===== src/logic/nn_consts.svh =====
`ifndef NN_CONSTS_SVH
`define NN_CONSTS_SVH

`define NN_NUM_INPUTS 8
`define NN_NUM_NEURONS 4
`define NN_DATA_WIDTH 16
`define NN_ADDR_WIDTH 8
`define NN_BUS_WIDTH 32

// Neuron-major table, neuron 0 input 0 in the lowest word
`define NN_WEIGHTS { \
	16'sd7,  -16'sd20, 16'sd16,  -16'sd4,  -16'sd11, 16'sd9,   16'sd16, -16'sd1,  \
	16'sd20, -16'sd5,  -16'sd9,  -16'sd4,  -16'sd3,  16'sd11,  -16'sd9, -16'sd3,  \
	16'sd14, -16'sd15, 16'sd4,   16'sd6,   16'sd14,  16'sd23,  16'sd6,  16'sd0,   \
	16'sd8,  -16'sd5,  -16'sd2,  -16'sd6,  -16'sd6,  16'sd13,  16'sd15, 16'sd12   \
}

// Bias of neuron 0 in the lowest word
`define NN_BIASES {-16'sd30, 16'sd0, 16'sd5, -16'sd1}

`endif


===== src/logic/fixedPointPkg.sv =====
`include "nn_consts.svh"

package fixedPointPkg;

	// Activations and results, wrapping 16-bit words
	typedef logic [`NN_DATA_WIDTH-1:0] activation_t;

	typedef logic signed [`NN_DATA_WIDTH-1:0] weight_t;

	// Layer engine state
	typedef enum logic
	{
		stIdle,
		stBusy
	} layerState_e;

endpackage


===== src/logic/busPkg.sv =====
`include "nn_consts.svh"

package busPkg;

	typedef enum logic [1:0]
	{
		respOkay   = 2'b00,
		respSlvErr = 2'b10
	} axiResp_e;

	// Byte offsets of the register map
	typedef enum logic [`NN_ADDR_WIDTH-1:0]
	{
		regAct0   = 'h00, // Activations 0..7, one word each
		regCtrl   = 'h20,
		regStatus = 'h24, // Bit 0 busy, bit 1 done
		regRes0   = 'h40  // Results 0..3
	} regOffset_e;

endpackage


===== src/logic/denseNeuron.sv =====
`timescale 1ns/1ps
`include "nn_consts.svh"

module denseNeuron #(
	parameter logic [`NN_NUM_INPUTS*`NN_DATA_WIDTH-1:0] WEIGHTS = '0,
	parameter fixedPointPkg::weight_t BIAS = '0
) (
	input logic clk,
	input logic reset,
	input fixedPointPkg::activation_t [`NN_NUM_INPUTS-1:0] act,
	output fixedPointPkg::activation_t result
);

	fixedPointPkg::activation_t [`NN_NUM_INPUTS-1:0] actReg;
	fixedPointPkg::activation_t sumReg;
	fixedPointPkg::activation_t sumNext;

	// Weighted sum, each product cut to 16 bits before adding
	always_comb
	begin
		fixedPointPkg::activation_t prod;
		sumNext = BIAS;
		for (int i = 0; i < `NN_NUM_INPUTS; i++)
		begin
			prod = actReg[i] * WEIGHTS[i*`NN_DATA_WIDTH +: `NN_DATA_WIDTH];
			sumNext = sumNext + prod; // Wraps mod 2^16
		end
	end

	always_ff @(posedge clk)
	begin
		actReg <= act; // Stage 1 capture
		sumReg <= sumNext;
	end

	// ReLU stage
	always_ff @(posedge clk)
	begin
		if (reset)
		begin
			result <= '0;
		end
		else if (sumReg[`NN_DATA_WIDTH-1])
		begin
			result <= '0;
		end
		else
		begin
			result <= sumReg;
		end
	end

	assertReluNonNegative: assert property (
		@(posedge clk) disable iff (reset)
		!$isunknown(result) |-> !result[`NN_DATA_WIDTH-1]
	);

endmodule


===== src/logic/denseLayer.sv =====
`timescale 1ns/1ps
`include "nn_consts.svh"

module denseLayer #(
	parameter logic [`NN_NUM_NEURONS*`NN_NUM_INPUTS*`NN_DATA_WIDTH-1:0] WEIGHTS = '0,
	parameter logic [`NN_NUM_NEURONS*`NN_DATA_WIDTH-1:0] BIASES = '0
) (
	input logic clk,
	input logic reset,
	input fixedPointPkg::activation_t [`NN_NUM_INPUTS-1:0] actVec,
	input logic start,
	output fixedPointPkg::activation_t [`NN_NUM_NEURONS-1:0] resVec,
	output logic resValid
);

	localparam int ROW_W = `NN_NUM_INPUTS * `NN_DATA_WIDTH;

	logic [2:0] validPipe;

	for (genvar n = 0; n < `NN_NUM_NEURONS; n++)
	begin : gNeuron
		denseNeuron #(
			.WEIGHTS(WEIGHTS[n*ROW_W +: ROW_W]),
			.BIAS(BIASES[n*`NN_DATA_WIDTH +: `NN_DATA_WIDTH])
		) uNeuron (
			.clk(clk),
			.reset(reset),
			.act(actVec),
			.result(resVec[n])
		);
	end

	// Tracks start through capture, sum and ReLU
	always_ff @(posedge clk)
	begin
		if (reset)
		begin
			validPipe <= '0;
		end
		else
		begin
			validPipe <= {validPipe[1:0], start};
		end
	end

	assign resValid = validPipe[2];

	assertValidLatency: assert property (
		@(posedge clk) disable iff (reset)
		start |-> ##3 resValid
	);

	assertNoSpuriousValid: assert property (
		@(posedge clk) disable iff (reset)
		resValid |-> $past(start, 3)
	);

endmodule


===== src/logic/axiLiteRegs.sv =====
`timescale 1ns/1ps
`include "nn_consts.svh"

module axiLiteRegs (
	input logic clk,
	input logic reset,
	input logic [`NN_ADDR_WIDTH-1:0] awaddr,
	input logic awvalid,
	output logic awready,
	input logic [`NN_BUS_WIDTH-1:0] wdata,
	input logic [`NN_BUS_WIDTH/8-1:0] wstrb, // Ignored, full-word writes
	input logic wvalid,
	output logic wready,
	output logic [1:0] bresp,
	output logic bvalid,
	input logic bready,
	input logic [`NN_ADDR_WIDTH-1:0] araddr,
	input logic arvalid,
	output logic arready,
	output logic [`NN_BUS_WIDTH-1:0] rdata,
	output logic [1:0] rresp,
	output logic rvalid,
	input logic rready,
	output fixedPointPkg::activation_t [`NN_NUM_INPUTS-1:0] actVec,
	output logic start,
	input fixedPointPkg::activation_t [`NN_NUM_NEURONS-1:0] resVec,
	input logic resValid
);

	localparam int ACT_IDX_W = $clog2(`NN_NUM_INPUTS);
	localparam int RES_IDX_W = $clog2(`NN_NUM_NEURONS);

	fixedPointPkg::layerState_e state;
	fixedPointPkg::activation_t [`NN_NUM_NEURONS-1:0] resReg;
	logic done;
	logic busy;
	logic writeFire;
	logic [`NN_BUS_WIDTH-1:0] rdNext;
	logic rdErr;

	function automatic logic isActAddr(input logic [`NN_ADDR_WIDTH-1:0] addr);
		return addr[1:0] == 2'b00 && addr < busPkg::regAct0 + 4 * `NN_NUM_INPUTS;
	endfunction

	function automatic logic isResAddr(input logic [`NN_ADDR_WIDTH-1:0] addr);
		return addr[1:0] == 2'b00 && addr >= busPkg::regRes0
			&& addr < busPkg::regRes0 + 4 * `NN_NUM_NEURONS;
	endfunction

	assign busy = (state == fixedPointPkg::stBusy) || start; // Start cycle counts as busy
	assign writeFire = awready && awvalid && wvalid;
	assign wready = awready;

	// Write channel, AW and W taken together
	always_ff @(posedge clk)
	begin
		if (reset)
		begin
			awready <= 1'b0;
			bvalid <= 1'b0;
			bresp <= busPkg::respOkay;
			start <= 1'b0;
			actVec <= '0;
		end
		else
		begin
			start <= 1'b0;
			awready <= awvalid && wvalid && !bvalid && !awready;
			if (writeFire)
			begin
				bvalid <= 1'b1;
				bresp <= busPkg::respOkay;
				if (isActAddr(awaddr))
				begin
					if (busy)
						bresp <= busPkg::respSlvErr;
					else
						actVec[awaddr[ACT_IDX_W+1:2]] <= wdata[`NN_DATA_WIDTH-1:0];
				end
				else if (awaddr == busPkg::regCtrl)
				begin
					if (wdata[0] && busy)
						bresp <= busPkg::respSlvErr;
					else if (wdata[0])
						start <= 1'b1;
				end
				else
				begin
					bresp <= busPkg::respSlvErr; // Status, results, unmapped
				end
			end
			else if (bvalid && bready)
			begin
				bvalid <= 1'b0;
			end
		end
	end

	always_comb
	begin
		rdNext = '0;
		rdErr = 1'b0;
		if (isActAddr(araddr))
			rdNext[`NN_DATA_WIDTH-1:0] = actVec[araddr[ACT_IDX_W+1:2]];
		else if (isResAddr(araddr))
			rdNext[`NN_DATA_WIDTH-1:0] = resReg[araddr[RES_IDX_W+1:2]];
		else if (araddr == busPkg::regStatus)
			rdNext[1:0] = {done, busy};
		else if (araddr != busPkg::regCtrl)
			rdErr = 1'b1; // Unmapped reads as zero
	end

	always_ff @(posedge clk)
	begin
		if (reset)
		begin
			arready <= 1'b0;
			rvalid <= 1'b0;
			rdata <= '0;
			rresp <= busPkg::respOkay;
		end
		else
		begin
			arready <= arvalid && !rvalid && !arready;
			if (arready && arvalid)
			begin
				rvalid <= 1'b1;
				rdata <= rdNext;
				rresp <= rdErr ? busPkg::respSlvErr : busPkg::respOkay;
			end
			else if (rvalid && rready)
			begin
				rvalid <= 1'b0;
			end
		end
	end

	// Engine control and result capture
	always_ff @(posedge clk)
	begin
		if (reset)
		begin
			state <= fixedPointPkg::stIdle;
			done <= 1'b0;
			resReg <= '0;
		end
		else
		begin
			if (resValid)
				resReg <= resVec; // Latched even under back-pressure
			case (state)
				fixedPointPkg::stIdle:
					if (start)
					begin
						state <= fixedPointPkg::stBusy;
						done <= 1'b0;
					end
				fixedPointPkg::stBusy:
					if (resValid)
					begin
						state <= fixedPointPkg::stIdle;
						done <= 1'b1;
					end
				default: state <= fixedPointPkg::stIdle;
			endcase
		end
	end

	assertBvalidHeld: assert property (
		@(posedge clk) disable iff (reset)
		bvalid && !bready |=> bvalid && $stable(bresp)
	);

	assertNoAcceptWhilePending: assert property (
		@(posedge clk) disable iff (reset)
		awready |-> !bvalid
	);

endmodule


===== src/logic/neuralLayerTop.sv =====
`timescale 1ns/1ps
`include "nn_consts.svh"

module neuralLayerTop (
	input logic clk,
	input logic reset,
	input logic [`NN_ADDR_WIDTH-1:0] awaddr,
	input logic awvalid,
	output logic awready,
	input logic [`NN_BUS_WIDTH-1:0] wdata,
	input logic [`NN_BUS_WIDTH/8-1:0] wstrb,
	input logic wvalid,
	output logic wready,
	output logic [1:0] bresp,
	output logic bvalid,
	input logic bready,
	input logic [`NN_ADDR_WIDTH-1:0] araddr,
	input logic arvalid,
	output logic arready,
	output logic [`NN_BUS_WIDTH-1:0] rdata,
	output logic [1:0] rresp,
	output logic rvalid,
	input logic rready
);

	fixedPointPkg::activation_t [`NN_NUM_INPUTS-1:0] actVec;
	fixedPointPkg::activation_t [`NN_NUM_NEURONS-1:0] resVec;
	logic start;
	logic resValid;

	axiLiteRegs uAxiLiteRegs (
		.clk(clk),
		.reset(reset),
		.awaddr(awaddr),
		.awvalid(awvalid),
		.awready(awready),
		.wdata(wdata),
		.wstrb(wstrb),
		.wvalid(wvalid),
		.wready(wready),
		.bresp(bresp),
		.bvalid(bvalid),
		.bready(bready),
		.araddr(araddr),
		.arvalid(arvalid),
		.arready(arready),
		.rdata(rdata),
		.rresp(rresp),
		.rvalid(rvalid),
		.rready(rready),
		.actVec(actVec),
		.start(start),
		.resVec(resVec),
		.resValid(resValid)
	);

	// Fixed weights and biases
	denseLayer #(
		.WEIGHTS(`NN_WEIGHTS),
		.BIASES(`NN_BIASES)
	) uDenseLayer (
		.clk(clk),
		.reset(reset),
		.actVec(actVec),
		.start(start),
		.resVec(resVec),
		.resValid(resValid)
	);

endmodule


===== config.mk =====
export PLATFORM = sky130hd
export DESIGN_NAME = neuralLayerTop
export DESIGN_NICKNAME = d
export VERILOG_FILES = /design/src/logic/fixedPointPkg.sv /design/src/logic/busPkg.sv /design/src/logic/denseNeuron.sv /design/src/logic/denseLayer.sv /design/src/logic/axiLiteRegs.sv /design/src/logic/neuralLayerTop.sv
export VERILOG_INCLUDE_DIRS = /design/src /design/src/logic
export SDC_FILE = /design/constraint.sdc
export NUM_CORES = 2
export LEC_CHECK = 0
export ABC_AREA = 1
export BUFFER_PORTS_ARGS = -buffer_cell sky130_fd_sc_hd__buf_2
export CAP_MARGIN = 40
export CELL_PAD_IN_SITES_DETAIL_PLACEMENT = 0
export CELL_PAD_IN_SITES_GLOBAL_PLACEMENT = 1
export CORE_ASPECT_RATIO = 1.1
export CORE_UTILIZATION = 51
export DETAILED_ROUTE_END_ITERATION = 16
export PLACE_DENSITY_LB_ADDON = 0.25
export REMOVE_ABC_BUFFERS = 1
export SYNTH_ARGS = -nofsm -noshare
export SYNTH_HDL_FRONTEND = slang
export SYNTH_SLANG_ARGS = --single-unit

===== constraint.sdc =====
create_clock -name clk -period 12.2 [get_ports clk]
set_input_delay 2.44 -clock clk [delete_from_list [all_inputs] [get_ports clk]]
set_output_delay 2.44 -clock clk [all_outputs]
set_load 0.03 [all_outputs]

---- Yosys cells after proc, flatten, opt, wreduce, memory -nomap -nowiden ----
Cells that the tools add are included.
storage, ports and cells
  register bits after elaboration ......... 478
  input bits .............................. 59
  output and inout port bits .............. 41
  logic and storage cells ................. 178
operators by class
  add/sub/neg operators ................... 30
  $mul .................................... 25
  magnitude comparators ................... 8
  equal/unequal tests ..................... 5
  mux-type cells .......................... 31
  bitwise logic cells ..................... 4
  reductions and logical operators ........ 32
operators by type and width
  cell                                                        number
  adder 16 bit                                                27
  bitwise mux 128 bit                                         1
  multiplier 16 x 4 -> 16 bit, second input constant          5
  multiplier 16 x 5 -> 16 bit, second input constant          5
  2-to-1 mux 16 bit                                           4
  binary-select mux 16 bit (select 3 bit)                     1
  demux 16 bit (select 3 bit)                                 1
  multiplier 16 x 15 -> 15 bit, second input constant         3
  multiplier 16 x 3 -> 16 bit, second input constant          3
  adder 16 bit, first input constant                          2
  binary-select mux 16 bit (select 2 bit)                     1
  multiplier 16 x 14 -> 14 bit, second input constant         2
  multiplier 16 x 2 -> 15 bit, second input constant          2
  multiplier 16 x 3 -> 15 bit, second input constant          2
  adder 3 x 16 -> 16 bit, first input constant                1
  == test 8 x 6 -> 1 bit, second input constant               2
  logical AND 1 bit                                           16
  less-than comparator 8 x 6 -> 1 bit, second input constant  2
  multiplier 16 x 1 -> 16 bit, second input constant          1
  multiplier 16 x 2 -> 14 bit, second input constant          1
  multiplier 16 x 3 -> 14 bit, second input constant          1
  2-to-1 mux 14 bit                                           1
  2-to-1 mux 2 bit                                            7
  2-to-1 mux 1 bit                                            13
  17 further kinds                                            31

---- Depth between registers and ports, before layout ----
  depth in word-level cells ............... 9
  mapped depth ............................ 47
  depth with buffers taken out ............ 47

---- Cells and area by module ----
A second synthesis with hierarchy kept.
unflattened totals
  cell total of the unflattened synthesis .. 7,011
  area, all modules ....................... 63,474.6 µm²
modules (own cells, without submodules)
  module                                         times used  cells an instance  area each (µm²)  seq. area each (µm²)
  denseNeuron at uDenseLayer.gNeuron[0].uNeuron  1           1,661              16,079.2         3,022.9
  denseNeuron at uDenseLayer.gNeuron[2].uNeuron  1           1,446              14,303.7         3,103.0
  denseNeuron at uDenseLayer.gNeuron[3].uNeuron  1           1,335              12,769.7         2,942.8
  denseNeuron at uDenseLayer.gNeuron[1].uNeuron  1           1,075              10,172.3         2,742.6
  axiLiteRegs                                    1           1,485              10,067.2         4,344.2
  denseLayer                                     1           9                  82.6             60.1

---- Worst setup path before layout ----
No wires, ideal clock.
  kind .................................... register -> register
  start ................................... register, netlist name uDenseLayer.gNeuron[0].uNeuron.actReg[64]
  end ..................................... register uDenseLayer.gNeuron[2].uNeuron.sumReg[15]
  setup time .............................. 0.112 ns
  data arrival time ....................... 9.286 ns
  data required time ...................... 12.088 ns
  path slack .............................. 2.802 ns
  cell stages (with the launch flop) ...... 44
  path buffers ............................ 0
  period minus slack after synthesis ...... 9.398 ns
  path through ............................ dfxtp_1 inv_1 fa_1 inv_1 ha_1 or2_2 ha_1 ha_1 ha_1 fa_1 ha_1 nand2_1 o21ai_0 a21oi_1 o21ai_0 xnor2_1 inv_1 ha_1 (+8 left out) fa_1 inv_1 fa_1 inv_1 ha_1 a21oi_1 o21ai_0 nor2_1 o21ai_0 nand2_1 nand2_1 a21oi_1 xor2_1 inv_1 nand2_1 nand2_1 nand2_1 nand2_1
RTL lines
  element               line               RTL
  to (signal assigned)  denseNeuron.sv:33  sumReg <= sumNext;
  to (decl)             denseNeuron.sv:15  fixedPointPkg::activation_t sumReg;

==> impl_metrics.json <==
{
  "first_global_vias": 35000,
  "fp-row-count": 119,
  "critical_path_arrival_ns": 11.55,
  "outcome": "complete, no violations",
  "cts_hold_buf": 0,
  "cp-start-kind": "flip-flop",
  "tightest_slew_ns": 0.908,
  "grt_max_degree": 102,
  "wl_um": 149000,
  "holdPathEnd": "uDenseLayer.gNeuron[0].uNeuron.actReg[108]",
  "setup_viol": 0,
  "clock_skew_ns": 0.0313,
  "die_h_um": 330,
  "die_area_um2": 98800,
  "wl_per_cell_um": 22.0,
  "cp.required_ns": 12.73,
  "crit_slowest_cell": "fa_1",
  "clk_path_buf_depth": 3,
  "cts_tree": "done",
  "vias": 34200,
  "grt.overflow.total": 0,
  "startpoint": "uDenseLayer.gNeuron[0].uNeuron.actReg[66]",
  "synth_edf_count": 0,
  "hp-start": "uAxiLiteRegs.actVec[108]",
  "cts_max_level": 2,
  "hold_violations": 0,
  "synthCells": 5412,
  "r2r_cells": 44,
  "start_util_pct": 51.7,
  "yosysWarnings": 0,
  "dr.pass1.iters": 6,
  "synth_area_um2": 49700,
  "max-vdd-ir-drop_v": 0.000114,
  "yosys_register_bits": 467,
  "path_clk_slew_ns": 0.06,
  "cts_sinks": 467,
  "seq_area_frac_synth_pct": 18.8,
  "drv_slew": 0,
  "fp.coreArea_um2": 96200,
  "path_class": "reg2reg",
  "ys.flop_type": "dfxtp_1",
  "clk_latency_ns": 0.64,
  "relSlewSlack_pct": 39.3,
  "dp_hpwl_um": 127000,
  "r2r-end": "uDenseLayer.gNeuron[2].uNeuron.sumReg[15]",
  "worst_setup_path_end_kind": "flip-flop",
  "pre_cts_slack_ns": 1.34,
  "cts_setup_buffers": 0,
  "grt_use_total_pct": 31.3,
  "drc_errors": 0,
  "maxCapViolCount": 0,
  "cts_resized": 0,
  "setup_slack_ns": 1.18,
  "path_delay_family": "adder cells",
  "synth_top_area_share_pct": 33.1,
  "globalplace.congestion": 0.971,
  "max_stage_delay_ns": 0.63,
  "worstReg2RegStart": "uDenseLayer.gNeuron[0].uNeuron.actReg[66]",
  "hold_path.class": "reg2reg",
  "timing.reg2reg.setup_slack_ns": 1.18,
  "yosys.area.top_type": "fa_1",
  "fin_crit_sh_pct": 90.3,
  "synthToLayoutAreaGrowth_pct": 7.50,
  "worstPathMaxFanout": 7,
  "cts-root-buf": "clkbuf_16",
  "ys_top_cells_by_area": "fa_1 (33%), dfxtp_1 (19%), ha_1 (15%)",
  "die_w_um": 300,
  "p_leak_uw": 0.0276,
  "grt_setup_unrepaired": "false",
  "viasPerCell": 5.04,
  "max_freq_mhz": 90.8,
  "io_pins": 100,
  "portBuffers": 61,
  "finalCriticalPeriod_ns": 11.02,
  "layout-drive-gt1-share_pct": 3.82,
  "nets": 6940,
  "critPathBufInv": 10,
  "ys_types": 43,
  "fin_tns_setup_ns": 0,
  "cts_buffers": 52,
  "first_iter_violations": 2361,
  "syn_area_per_cell_um2": 9.19,
  "grt_pass1_wl_um": 223000,
  "final_antenna_net_count": 0,
  "holdPathStages": 0,
  "p_per_area_nw_per_um2": 65.9,
  "critical_path.most_common_cell": "inv_1",
  "antenna_found_initial": 1,
  "synthArstFlopShare_pct": 0
}
## synth_stat cells, drive strengths merged (12+ instances only)
cell       n
inv     1655
fa       822
ha       584
dfxtp    467
a21oi    392
o21ai    299
nand2    295
nor2     203
xor2     181
xnor2    146
clkbuf    90
nand3     57
o221ai    30
buf       27
o21bai    24
o211ai    22
nor3      20
a211oi    14
nand3b    12
## power by group
group,internal (uW),leakage [uW],switching [uW],total [uW]
clock,1010,0.000914,703,1710
combinational,67.4,0.0229,170,237
sequential,1560,0.00377,13.3,1570
## flip-flops by register name (all words and copies together) (netlist names)
signal and cells:
uAxiLiteRegs.state 1, uAxiLiteRegs.done 1, uDenseLayer.gNeuron.uNeuron.sumReg 64, uDenseLayer.gNeuron.uNeuron.result 60, uDenseLayer.gNeuron.uNeuron.actReg 127, uAxiLiteRegs.awready 1
uAxiLiteRegs.start 1, uAxiLiteRegs.actVec 128, uAxiLiteRegs.rresp 1, uAxiLiteRegs.resReg 60, uAxiLiteRegs.bresp 1, uDenseLayer.validPipe 3
uAxiLiteRegs.rvalid 1, uAxiLiteRegs.arready 1, uAxiLiteRegs.rdata 16, uAxiLiteRegs.bvalid 1
## area by class of cell
| cell class | instances | area [um^2] |
|---|---|---|
| multi-input combinational | 3186 | 33700 |
| tap | 1270 | 1590 |
| clock inverter | 26 | 392 |
| timing repair buffer | 109 | 713 |
| inverter | 1659 | 6230 |
| fill | 8895 | 42700 |
| antenna | 1 | 2.50 |
| sequential | 467 | 9350 |
| clock buffer | 70 | 1480 |
## per-stage QoR
step | utilization (%) | cell area, um^2 | hold slack (ns) | instances | power [uW]
floorplan | - | 49300 | 0.331 | 5312 | 1740
global placement | 53.6 | 51500 | 0.335 | 6687 | 1840
detailed placement | 53.6 | 51600 | 0.336 | 6691 | 1840
CTS | 55.6 | 53500 | 0.326 | 6787 | 3550
global route | 55.6 | 53500 | 0.349 | 6787 | 3640
finish | 55.6 | 53500 | 0.335 | 6788 | 3520
## cell usage in the layout (no fill, tap or decap), types with 52 or more instances in the layout
master,n
fa_1,822
nor2_1,203
a21oi_1,392
xnor2_1,146
o21ai_0,298
nand2_1,293
dfxtp_1,467
clkbuf_16,52
buf_2,61
nand3_1,57
xor2_1,181
ha_1,584
inv_1,1652
## how the worst max path moves through the flow
stage | to | slack [ns] | depth (start not counted)
floorplan | uDenseLayer.gNeuron[2].uNeuron.sumReg[15] | 2.80 | 43
global placement | uDenseLayer.gNeuron[2].uNeuron.sumReg[15] | 1.30 | 44
detailed placement | uDenseLayer.gNeuron[2].uNeuron.sumReg[15] | 1.34 | 44
CTS | uDenseLayer.gNeuron[2].uNeuron.sumReg[15] | 1.25 | 44
global route | uDenseLayer.gNeuron[2].uNeuron.sumReg[15] | 0.52 | 44
finish | uDenseLayer.gNeuron[2].uNeuron.sumReg[15] | 1.18 | 44
## kinds of logic after synthesis
logic type                 after synthesis  synth area share (%)
and+or+nand+nor                        612                  5.04
adders and majority gates             1406                  47.8
AOI/OAI and AO/OA                      823                  9.05
other                                    1               0.00754
xor gates and xnor gates               327                  5.76
DFF                                    467                  18.8
buffers and inverters                 1776                  13.6
## routing by layer
metal	routed length [um]	global-route usage, %
met4	9960	17.3
met3	7510	3.81
met2	69700	51.2
met1	62000	40.3
met5	0	0
No activity file was read; power rests on OpenSTA's default activity.
